===== config.mk =====
export PLATFORM = sky130hd
export DESIGN_NAME = rv_mem_hub
export DESIGN_NICKNAME = d
export VERILOG_FILES = /design/src/common/rv_bus_pkg.sv /design/src/common/rv_map_pkg.sv /design/src/axi_bridge/axi_bridge.sv /design/src/rtl/clint_timer.sv /design/src/rtl/mem_arbiter.sv /design/src/rtl/rv_mem_hub.sv
export SDC_FILE = /design/constraint.sdc
export NUM_CORES = 1
export LEC_CHECK = 0
export BUFFER_PORTS_ARGS = -buffer_cell sky130_fd_sc_hd__buf_2
export CORE_UTILIZATION = 50
export DETAILED_ROUTE_END_ITERATION = 7
export PLACE_DENSITY = 0.86
export SLEW_MARGIN = 30
export SYNTH_ARGS = -nofsm -noshare
export SYNTH_HDL_FRONTEND = slang
export SYNTH_SLANG_ARGS = --single-unit

===== constraint.sdc =====
create_clock -name clk -period 32.2 [get_ports clk]
set_input_delay 3.22 -clock clk [delete_from_list [all_inputs] [get_ports clk]]
set_output_delay 3.22 -clock clk [all_outputs]
set_load 0.01 [all_outputs]

===== src/common/rv_bus_pkg.sv =====
/*
  Bus package for the memory hub.
  Widths, access sizes, request and AXI channel structs, FSM states.
*/
package rv_bus_pkg;

  parameter int ADDR_WIDTH  = 64;
  parameter int DATA_WIDTH  = 64;
  parameter int STRB_WIDTH  = DATA_WIDTH / 8;
  parameter int INSTR_WIDTH = 32;

  // Access size as log2 of the byte count
  typedef enum logic [1:0] {
    SIZE_BYTE   = 2'd0,
    SIZE_HALF   = 2'd1,
    SIZE_WORD   = 2'd2,
    SIZE_DOUBLE = 2'd3
  } access_size_e;

  // Requester side transfer
  typedef struct packed {
    logic [ADDR_WIDTH-1:0] addr;
    logic                  wen;
    logic [DATA_WIDTH-1:0] wdata;
    access_size_e          size;
  } mem_req_t;

  // Shared by AW and AR
  typedef struct packed {
    logic [ADDR_WIDTH-1:0] addr;
    access_size_e          size;
  } axi_addr_t;

  typedef struct packed {
    logic [DATA_WIDTH-1:0] data;
    logic [STRB_WIDTH-1:0] strb;
  } axi_wdata_t;

  typedef enum logic [2:0] {
    BR_IDLE  = 3'd0,
    BR_WRITE = 3'd1,
    BR_WRESP = 3'd2,
    BR_RADDR = 3'd3,
    BR_RDATA = 3'd4
  } bridge_state_e;

  typedef enum logic [1:0] {
    ARB_IDLE      = 2'd0,
    ARB_MEM_LSU   = 2'd1,
    ARB_MEM_FETCH = 2'd2,
    ARB_TIMER     = 2'd3
  } arb_state_e;

endpackage


===== src/common/rv_map_pkg.sv =====
/*
  System address map.
  Location of the machine timer registers.
*/
package rv_map_pkg;

  // CLINT style timer registers of 8 bytes each
  parameter logic [rv_bus_pkg::ADDR_WIDTH-1:0] MTIMECMP_ADDR = 64'h0000_0000_0200_4000;
  parameter logic [rv_bus_pkg::ADDR_WIDTH-1:0] MTIME_ADDR    = 64'h0000_0000_0200_BFF8;

  // Drops the byte offset inside one register
  parameter logic [rv_bus_pkg::ADDR_WIDTH-1:0] TIMER_SPAN_MASK = ~64'h7;

endpackage


===== src/axi_bridge/axi_bridge.sv =====
/*
  Single-beat AXI master. Places write data and strobes on the
  byte lanes and pulls read data down to the access size.
*/
module axi_bridge (
  input  logic                              clk,
  input  logic                              rst_n,
  input  logic                              i_start,
  input  rv_bus_pkg::mem_req_t              i_req,
  output logic                              o_done,
  output logic [rv_bus_pkg::DATA_WIDTH-1:0] o_rdata,
  output logic                              o_axi_aw_valid,
  input  logic                              i_axi_aw_ready,
  output rv_bus_pkg::axi_addr_t             o_axi_aw,
  output logic                              o_axi_w_valid,
  input  logic                              i_axi_w_ready,
  output rv_bus_pkg::axi_wdata_t            o_axi_w,
  input  logic                              i_axi_b_valid,
  output logic                              o_axi_b_ready,
  output logic                              o_axi_ar_valid,
  input  logic                              i_axi_ar_ready,
  output rv_bus_pkg::axi_addr_t             o_axi_ar,
  input  logic                              i_axi_r_valid,
  output logic                              o_axi_r_ready,
  input  logic [rv_bus_pkg::DATA_WIDTH-1:0] i_axi_r_data
);

  rv_bus_pkg::bridge_state_e state_q;

  rv_bus_pkg::mem_req_t              req_q;
  logic                              aw_done_q;
  logic                              w_done_q;
  logic                              done_q;
  logic [rv_bus_pkg::DATA_WIDTH-1:0] rdata_q;
  logic                              aw_ok;
  logic                              w_ok;
  logic [5:0]                        shamt;
  logic [rv_bus_pkg::STRB_WIDTH-1:0] strb_base;
  logic [rv_bus_pkg::DATA_WIDTH-1:0] size_mask;
  logic [rv_bus_pkg::DATA_WIDTH-1:0] r_aligned;

  assign shamt = {req_q.addr[2:0], 3'b000};

  // Byte enables and lane mask for the access size
  always_comb begin
    case (req_q.size)
      rv_bus_pkg::SIZE_BYTE: begin
        strb_base = 8'h01;
        size_mask = 64'h0000_0000_0000_00ff;
      end
      rv_bus_pkg::SIZE_HALF: begin
        strb_base = 8'h03;
        size_mask = 64'h0000_0000_0000_ffff;
      end
      rv_bus_pkg::SIZE_WORD: begin
        strb_base = 8'h0f;
        size_mask = 64'h0000_0000_ffff_ffff;
      end
      default: begin
        strb_base = 8'hff;
        size_mask = '1;
      end
    endcase
  end

  assign r_aligned = (i_axi_r_data >> shamt) & size_mask;

  assign o_axi_aw_valid = (state_q == rv_bus_pkg::BR_WRITE) && !aw_done_q;
  assign o_axi_w_valid  = (state_q == rv_bus_pkg::BR_WRITE) && !w_done_q;
  assign o_axi_b_ready  = (state_q == rv_bus_pkg::BR_WRESP);
  assign o_axi_ar_valid = (state_q == rv_bus_pkg::BR_RADDR);
  assign o_axi_r_ready  = (state_q == rv_bus_pkg::BR_RDATA);

  assign o_axi_aw.addr = req_q.addr;
  assign o_axi_aw.size = req_q.size;
  assign o_axi_ar.addr = req_q.addr;
  assign o_axi_ar.size = req_q.size;
  assign o_axi_w.data  = req_q.wdata << shamt;
  assign o_axi_w.strb  = strb_base << req_q.addr[2:0];

  // AW and W finish independently
  assign aw_ok = aw_done_q || (o_axi_aw_valid && i_axi_aw_ready);
  assign w_ok  = w_done_q || (o_axi_w_valid && i_axi_w_ready);

  always_ff @(posedge clk or negedge rst_n) begin
    if (!rst_n) begin
      state_q   <= rv_bus_pkg::BR_IDLE;
      aw_done_q <= 1'b0;
      w_done_q  <= 1'b0;
      done_q    <= 1'b0;
    end else begin
      done_q <= 1'b0;
      case (state_q)
        rv_bus_pkg::BR_IDLE: begin
          if (i_start) begin
            state_q <= i_req.wen ? rv_bus_pkg::BR_WRITE : rv_bus_pkg::BR_RADDR;
          end
        end
        rv_bus_pkg::BR_WRITE: begin
          if (aw_ok && w_ok) begin
            state_q   <= rv_bus_pkg::BR_WRESP;
            aw_done_q <= 1'b0;
            w_done_q  <= 1'b0;
          end else begin
            aw_done_q <= aw_ok;
            w_done_q  <= w_ok;
          end
        end
        rv_bus_pkg::BR_WRESP: begin
          if (i_axi_b_valid) begin
            state_q <= rv_bus_pkg::BR_IDLE;
            done_q  <= 1'b1;
          end
        end
        rv_bus_pkg::BR_RADDR: begin
          if (i_axi_ar_ready) begin
            state_q <= rv_bus_pkg::BR_RDATA;
          end
        end
        rv_bus_pkg::BR_RDATA: begin
          if (i_axi_r_valid) begin
            state_q <= rv_bus_pkg::BR_IDLE;
            done_q  <= 1'b1;
          end
        end
        default: state_q <= rv_bus_pkg::BR_IDLE;
      endcase
    end
  end

  always_ff @(posedge clk) begin
    if (state_q == rv_bus_pkg::BR_IDLE && i_start) begin
      req_q <= i_req;
    end
    if (o_axi_r_ready && i_axi_r_valid) begin
      rdata_q <= r_aligned;
    end
  end

  assign o_done  = done_q;
  assign o_rdata = rdata_q;

endmodule


===== src/rtl/clint_timer.sv =====
/*
  Machine timer with a prescaled mtime, mtimecmp and
  a registered timer interrupt.
*/
module clint_timer #(
  parameter int TICK_DIV = 4
) (
  input  logic                              clk,
  input  logic                              rst_n,
  input  logic                              i_sel,
  input  rv_bus_pkg::mem_req_t              i_req,
  output logic [rv_bus_pkg::DATA_WIDTH-1:0] o_rdata,
  output logic                              o_timer_int
);

  localparam int CNT_W = (TICK_DIV > 1) ? $clog2(TICK_DIV) : 1;

  logic [CNT_W-1:0]                  div_cnt_q;
  logic                              tick;
  logic [rv_bus_pkg::DATA_WIDTH-1:0] mtime_q;
  logic [rv_bus_pkg::DATA_WIDTH-1:0] mtimecmp_q;
  logic                              timer_int_q;
  logic                              hit_mtime;
  logic                              hit_cmp;
  logic [rv_bus_pkg::ADDR_WIDTH-1:0] reg_addr;

  assign reg_addr  = i_req.addr & rv_map_pkg::TIMER_SPAN_MASK;
  assign hit_mtime = (reg_addr == rv_map_pkg::MTIME_ADDR);
  assign hit_cmp   = (reg_addr == rv_map_pkg::MTIMECMP_ADDR);
  assign tick      = (div_cnt_q == CNT_W'(TICK_DIV - 1));

  // Prescaler
  always_ff @(posedge clk or negedge rst_n) begin
    if (!rst_n) begin
      div_cnt_q <= '0;
    end else if (tick) begin
      div_cnt_q <= '0;
    end else begin
      div_cnt_q <= div_cnt_q + 1'b1;
    end
  end

  // Software write wins over the tick
  always_ff @(posedge clk or negedge rst_n) begin
    if (!rst_n) begin
      mtime_q <= '0;
    end else if (i_sel && i_req.wen && hit_mtime) begin
      mtime_q <= i_req.wdata;
    end else if (tick) begin
      mtime_q <= mtime_q + 1'b1;
    end
  end

  always_ff @(posedge clk or negedge rst_n) begin
    if (!rst_n) begin
      mtimecmp_q <= '1;
    end else if (i_sel && i_req.wen && hit_cmp) begin
      mtimecmp_q <= i_req.wdata;
    end
  end

  always_ff @(posedge clk or negedge rst_n) begin
    if (!rst_n) begin
      timer_int_q <= 1'b0;
    end else begin
      timer_int_q <= (mtime_q >= mtimecmp_q);
    end
  end

  // Full 64-bit reads only
  always_comb begin
    o_rdata = '0;
    if (i_sel && !i_req.wen) begin
      if (hit_mtime) begin
        o_rdata = mtime_q;
      end else if (hit_cmp) begin
        o_rdata = mtimecmp_q;
      end
    end
  end

  assign o_timer_int = timer_int_q;

endmodule


===== src/rtl/mem_arbiter.sv =====
/*
  Memory arbiter. Grants fetch or load/store access with load/store first,
  steers each request to the timer or the AXI bridge and returns the response.
*/
module mem_arbiter (
  input  logic                                 clk,
  input  logic                                 rst_n,
  input  logic                                 i_fetch_valid,
  input  logic [rv_bus_pkg::ADDR_WIDTH-1:0]    i_fetch_addr,
  output logic                                 o_fetch_ready,
  output logic [rv_bus_pkg::INSTR_WIDTH-1:0]   o_fetch_rdata,
  input  logic                                 i_lsu_valid,
  input  rv_bus_pkg::mem_req_t                 i_lsu_req,
  output logic                                 o_lsu_ready,
  output logic [rv_bus_pkg::DATA_WIDTH-1:0]    o_lsu_rdata,
  output logic                                 o_bridge_start,
  output rv_bus_pkg::mem_req_t                 o_bridge_req,
  input  logic                                 i_bridge_done,
  input  logic [rv_bus_pkg::DATA_WIDTH-1:0]    i_bridge_rdata,
  output logic                                 o_timer_sel,
  output rv_bus_pkg::mem_req_t                 o_timer_req,
  input  logic [rv_bus_pkg::DATA_WIDTH-1:0]    i_timer_rdata
);

  rv_bus_pkg::arb_state_e state_q, state_d;

  logic                              lsu_ready_q;
  logic                              fetch_ready_q;
  logic [rv_bus_pkg::DATA_WIDTH-1:0] rdata_q;
  logic                              lsu_go;
  logic                              fetch_go;
  logic                              lsu_is_timer;
  logic                              idle;
  rv_bus_pkg::mem_req_t              fetch_req;

  // Fetch is always a word read
  always_comb begin
    fetch_req       = '0;
    fetch_req.addr  = i_fetch_addr;
    fetch_req.wen   = 1'b0;
    fetch_req.size  = rv_bus_pkg::SIZE_WORD;
  end

  // A port whose ready is high still shows the finished request
  assign lsu_go   = i_lsu_valid && !lsu_ready_q;
  assign fetch_go = i_fetch_valid && !fetch_ready_q;
  assign idle     = (state_q == rv_bus_pkg::ARB_IDLE);

  assign lsu_is_timer =
    ((i_lsu_req.addr & rv_map_pkg::TIMER_SPAN_MASK) == rv_map_pkg::MTIMECMP_ADDR) ||
    ((i_lsu_req.addr & rv_map_pkg::TIMER_SPAN_MASK) == rv_map_pkg::MTIME_ADDR);

  assign o_timer_sel    = idle && lsu_go && lsu_is_timer;
  assign o_timer_req    = i_lsu_req;
  assign o_bridge_start = idle && ((lsu_go && !lsu_is_timer) || (!lsu_go && fetch_go));
  assign o_bridge_req   = lsu_go ? i_lsu_req : fetch_req;

  always_comb begin
    state_d = state_q;
    case (state_q)
      rv_bus_pkg::ARB_IDLE: begin
        if (lsu_go) begin
          state_d = lsu_is_timer ? rv_bus_pkg::ARB_TIMER : rv_bus_pkg::ARB_MEM_LSU;
        end else if (fetch_go) begin
          state_d = rv_bus_pkg::ARB_MEM_FETCH;
        end
      end
      rv_bus_pkg::ARB_MEM_LSU,
      rv_bus_pkg::ARB_MEM_FETCH: begin
        if (i_bridge_done) begin
          state_d = rv_bus_pkg::ARB_IDLE;
        end
      end
      // Timer answer goes out in this cycle
      rv_bus_pkg::ARB_TIMER: state_d = rv_bus_pkg::ARB_IDLE;
      default: state_d = rv_bus_pkg::ARB_IDLE;
    endcase
  end

  always_ff @(posedge clk or negedge rst_n) begin
    if (!rst_n) begin
      state_q       <= rv_bus_pkg::ARB_IDLE;
      lsu_ready_q   <= 1'b0;
      fetch_ready_q <= 1'b0;
    end else begin
      state_q       <= state_d;
      lsu_ready_q   <= o_timer_sel ||
                       (state_q == rv_bus_pkg::ARB_MEM_LSU && i_bridge_done);
      fetch_ready_q <= (state_q == rv_bus_pkg::ARB_MEM_FETCH) && i_bridge_done;
    end
  end

  always_ff @(posedge clk) begin
    if (o_timer_sel) begin
      rdata_q <= i_timer_rdata;
    end else if (i_bridge_done) begin
      rdata_q <= i_bridge_rdata;
    end
  end

  assign o_lsu_ready   = lsu_ready_q;
  assign o_fetch_ready = fetch_ready_q;
  assign o_lsu_rdata   = rdata_q;
  assign o_fetch_rdata = rdata_q[rv_bus_pkg::INSTR_WIDTH-1:0];

endmodule


===== src/rtl/rv_mem_hub.sv =====
/*
  Memory hub top. Fetch and load/store ports share
  one AXI master and the machine timer.
*/
module rv_mem_hub #(
  parameter int TIMER_TICK_DIV = 4
) (
  input  logic                               clk,
  input  logic                               rst_n,
  input  logic                               i_fetch_valid,
  input  logic [rv_bus_pkg::ADDR_WIDTH-1:0]  i_fetch_addr,
  output logic                               o_fetch_ready,
  output logic [rv_bus_pkg::INSTR_WIDTH-1:0] o_fetch_rdata,
  input  logic                               i_lsu_valid,
  input  rv_bus_pkg::mem_req_t               i_lsu_req,
  output logic                               o_lsu_ready,
  output logic [rv_bus_pkg::DATA_WIDTH-1:0]  o_lsu_rdata,
  output logic                               o_axi_aw_valid,
  input  logic                               i_axi_aw_ready,
  output rv_bus_pkg::axi_addr_t              o_axi_aw,
  output logic                               o_axi_w_valid,
  input  logic                               i_axi_w_ready,
  output rv_bus_pkg::axi_wdata_t             o_axi_w,
  input  logic                               i_axi_b_valid,
  output logic                               o_axi_b_ready,
  output logic                               o_axi_ar_valid,
  input  logic                               i_axi_ar_ready,
  output rv_bus_pkg::axi_addr_t              o_axi_ar,
  input  logic                               i_axi_r_valid,
  output logic                               o_axi_r_ready,
  input  logic [rv_bus_pkg::DATA_WIDTH-1:0]  i_axi_r_data,
  output logic                               o_timer_int
);

  logic                              bridge_start;
  rv_bus_pkg::mem_req_t              bridge_req;
  logic                              bridge_done;
  logic [rv_bus_pkg::DATA_WIDTH-1:0] bridge_rdata;
  logic                              timer_sel;
  rv_bus_pkg::mem_req_t              timer_req;
  logic [rv_bus_pkg::DATA_WIDTH-1:0] timer_rdata;

  mem_arbiter u_mem_arbiter (
    .clk            (clk),
    .rst_n          (rst_n),
    .i_fetch_valid  (i_fetch_valid),
    .i_fetch_addr   (i_fetch_addr),
    .o_fetch_ready  (o_fetch_ready),
    .o_fetch_rdata  (o_fetch_rdata),
    .i_lsu_valid    (i_lsu_valid),
    .i_lsu_req      (i_lsu_req),
    .o_lsu_ready    (o_lsu_ready),
    .o_lsu_rdata    (o_lsu_rdata),
    .o_bridge_start (bridge_start),
    .o_bridge_req   (bridge_req),
    .i_bridge_done  (bridge_done),
    .i_bridge_rdata (bridge_rdata),
    .o_timer_sel    (timer_sel),
    .o_timer_req    (timer_req),
    .i_timer_rdata  (timer_rdata)
  );

  clint_timer #(
    .TICK_DIV (TIMER_TICK_DIV)
  ) u_clint_timer (
    .clk         (clk),
    .rst_n       (rst_n),
    .i_sel       (timer_sel),
    .i_req       (timer_req),
    .o_rdata     (timer_rdata),
    .o_timer_int (o_timer_int)
  );

  axi_bridge u_axi_bridge (
    .clk            (clk),
    .rst_n          (rst_n),
    .i_start        (bridge_start),
    .i_req          (bridge_req),
    .o_done         (bridge_done),
    .o_rdata        (bridge_rdata),
    .o_axi_aw_valid (o_axi_aw_valid),
    .i_axi_aw_ready (i_axi_aw_ready),
    .o_axi_aw       (o_axi_aw),
    .o_axi_w_valid  (o_axi_w_valid),
    .i_axi_w_ready  (i_axi_w_ready),
    .o_axi_w        (o_axi_w),
    .i_axi_b_valid  (i_axi_b_valid),
    .o_axi_b_ready  (o_axi_b_ready),
    .o_axi_ar_valid (o_axi_ar_valid),
    .i_axi_ar_ready (i_axi_ar_ready),
    .o_axi_ar       (o_axi_ar),
    .i_axi_r_valid  (i_axi_r_valid),
    .o_axi_r_ready  (o_axi_r_ready),
    .i_axi_r_data   (i_axi_r_data)
  );

endmodule


==> run_results.csv <==
group,metric,value,unit
place,port_buffers,575,
power,ir_drop,0.0000408,V
critical_path,crit_chain,"buf_4 -> inv_1 -> buf_4 -> nand2_1 -> nor2_1 -> and2_1 -> buf_2",
sta,grt_setup_unrepaired,"false",
global_route,overflow,0,
synthesis,yosys.area.top_type_share,32.2,%
global_route,groute.layer.met2.usage,59.2,%
job,cap_violations,0,
route,vias_per_cell,6.28,
clocking,clk_pin_slew_worst_paths,0.06,ns
sta,finalHoldViolations,0,
route,wirelength,95.4,mm
clocking,cts_root_buffer,"clkbuf_16",
synthesis,synth.most_common_cell,"edfxtp_1",
finish,finalNetCount,2992,
route,wl_per_cell,28.8,µm
sta,final-max-slew-violation-count,0,
worst_hold_path,hp-class,"reg2reg",
finish,final_util,58.2,%
finish,syn2layout_area_growth,15.3,%
route,num_vias,20812,
sta,tns,0,ns
clocking,hold_buffers,0,
synthesis,synth_commonest_cells,"edfxtp_1 (258), nor2_1 (229), buf_4 (166)",
power,pwr_density_cell,64.7,mW/mm²
synthesis,syn_area,0.0241,mm²
synthesis,synth.avg_cell_area,10.4,µm²
floorplanning,row_count,80,
synthesis,synth_edf_count,258,
sta,slew_headroom,33.6,%
synthesis,ys_seq_area_share,47.2,%
route,drt_pre_antenna_iters,6,
critical_path,path_buf_inv,4,
synthesis,ys_async_sr_fraction,35.3,%
floorplanning,start_util,50.5,%
critical_path,crit_arrival,3.59,ns
critical_path,startpoint_type,"flip-flop",
critical_path,slowest_stage,"inv_1",
synthesis,synth_top_area_cell,"edfxtp_1",
clocking,cts_buffer_depth,3,
place,dp_hpwl,71.9,mm
place,gp_congestion,1.12,
finish,multiInputGateArea,0.0106,mm²
finish,drive_gt1_share,33.3,%
critical_path,critPathMostFrequentCell,"buf_4",
sta,finClkSkew,0.0248,ns
route,ant_nets,0,
clocking,cts_made_buffers,45,
sta,fin_crit,6.81,ns
clocking,insertion_delay,0.59,ns
outcome,status,"complete, no violations",
global_route,grt_antenna_before_repair,23,
clocking,clock-sinks,399,
floorplanning,chipWidth,221,µm
global_route,use_met3,8.98,%
critical_path,crit_family,"buffers and inverters",
synthesis,synthesis.nets,2651,
global_route,grt_usage,38.1,%
synthesis,synth_area_leaders,"edfxtp_1 (32%), dfrtp_1 (8.0%), dfstp_2 (7.0%)",
global_route,gr-max-usage-layer,"met2",
critical_path,worstSetupEndpointType,"output port",
clocking,post-cts-setup-buffers,0,
synthesis,syn_inst,2313,
sta,setup_violations,0,
power,power,0.00180,W
critical_path,cp.required,28.98,ns
clocking,htreeDepth,2,
clocking,cts_tree,"done",
synthesis,ys_seq_elements,399,
critical_path,max_stage_delay,0.71,ns
sta,tightest_slew,0.995,ns
global_route,grt_pass1_wl,135,mm
global_route,met1_usage,51.2,%
floorplanning,dieArea,0.0490,mm²
power,power.leakage,11.5,nW
synthesis,synth_flop_cell,"edfxtp_1",
route,drc_errors,0,
global_route,grt_pass1_vias,19620,
sta,fmax,0.147,GHz
floorplanning,io-pin-count,576,
finish,fill_cells,4042,
critical_path,critPathKind,"reg2out",
synthesis,ys_warn_count,0,
clocking,cts.repair.resized,0,
synthesis,synthDistinctLibCells,70,
sta,fin_crit_sh,21.1,%
floorplanning,die_h,221,µm
finish,seq_area,0.0114,mm²
route,drt-initial-drc-count,2718,
global_route,grt_max_degree,98,
critical_path,crit_fanout,27,
floorplanning,core_area,0.0476,mm²
critical_path,rrSetupSlack,28.97,ns
[worst register-to-register path: cells and delay by family, from the launching register on]
family,cells,cell delay (ns)
and+or+nand+nor,4,2.06
adders and majority gates,1,0.38
DFF,1,0.37
xor gates and xnor gates,1,0.18
AOI/OAI and AO/OA,1,0.09
[logic make-up after synthesis]
family | after synthesis | share of synthesized area [%]
xor+xnor | 61 | 2.22
mux | 240 | 11.3
simple gates | 750 | 16.1
buf+inv | 392 | 8.98
flops | 399 | 47.2
fa+ha+maj | 70 | 3.64
compound gates | 401 | 10.6
[cell usage in the layout, fill, tap and decap left out, types with 46 or more instances in the layout]
| cell type | count |
|---|---|
| buf_2 | 574 |
| edfxtp_1 | 258 |
| nor2_1 | 228 |
| a21oi_1 | 147 |
| nand3_1 | 144 |
| mux2_2 | 109 |
| and2_1 | 104 |
| nand2_1 | 86 |
| a211oi_1 | 83 |
| inv_1 | 78 |
| dfrtp_1 | 77 |
| ha_1 | 70 |
| a21o_1 | 64 |
| dfstp_2 | 64 |
| mux2i_1 | 63 |
| mux2_1 | 60 |
| xnor2_1 | 49 |
| o21ai_0 | 46 |
| clkbuf_16 | 46 |
[layer usage]
| layer | vias to the layer above | share of wire, % |
|---|---|---|
| li1 | 8864 | - |
| met1 | 10269 | 39 |
| met2 | 1449 | 46 |
| met3 | 226 | 11 |
| met4 | 4 | 4.5 |
| met5 | - | 0.028 |
[through the flow]
stage | hold slack, ns | worst slack, ns | cells | area, µm²
global route | 0.467 | 25.26 | 3315 | 27700
detailed placement | 0.445 | 25.22 | 3221 | 26200
global placement | 0.416 | 25.25 | 3220 | 26100
finish | 0.457 | 25.39 | 3315 | 27700
floorplan | 0.403 | 18.59 | 2313 | 24100
CTS | 0.459 | 25.41 | 3305 | 27700
[report_power, final]
group / total [W] / leakage, nW / switching, W / internal (W)
Sequential: 0.000713 / 4.08 / 0.0000610 / 0.000652
Clock: 0.000539 / 0.765 / 0.000221 / 0.000318
Combinational: 0.000543 / 6.64 / 0.000355 / 0.000188
Total: 0.00180 / 11.5 / 0.000637 / 0.00116
[layout make-up]
type,instances,share of cell area (%)
flip-flops and latches,399,40.9
multi-input cells,1522,38.2
repair buffers,608,11.4
clock buffers,64,4.75
well taps,615,2.77
inverters,78,1.06
clock inverters,20,0.798
diodes,9,0.0812
[path summary, 6_finish.rpt]
kind / from / endpoint / cells past startpoint
max in group asynchronous: rst_n / u_clint_timer.mtime_q[62] / 2
max: u_axi_bridge.o_axi_ar[4] / o_axi_w[14] / 7
min: u_clint_timer.div_cnt_q[0] / u_clint_timer.div_cnt_q[0] / 1
min reg2reg: u_clint_timer.div_cnt_q[0] / u_clint_timer.div_cnt_q[0] / 1
min in group asynchronous: rst_n / u_clint_timer.div_cnt_q[1] / 1
max reg2reg: u_clint_timer.div_cnt_q[0] / u_clint_timer.mtime_q[62] / 7
[state kept, by name (all words and copies together) (netlist names)]
signal                       cells
u_mem_arbiter.state_q            2
u_axi_bridge.o_axi_ar           66
u_clint_timer.mtime_q           64
u_axi_bridge.req_q              64
u_clint_timer.div_cnt_q          2
u_mem_arbiter.o_lsu_rdata       64
u_axi_bridge.w_done_q            1
u_mem_arbiter.o_lsu_ready        1
u_axi_bridge.state_q             3
u_axi_bridge.o_done              1
u_axi_bridge.o_rdata            64
u_clint_timer.o_timer_int        1
u_clint_timer.mtimecmp_q        64
u_axi_bridge.aw_done_q           1
u_mem_arbiter.o_fetch_ready      1
No activity file was read; power rests on OpenSTA's default activity.
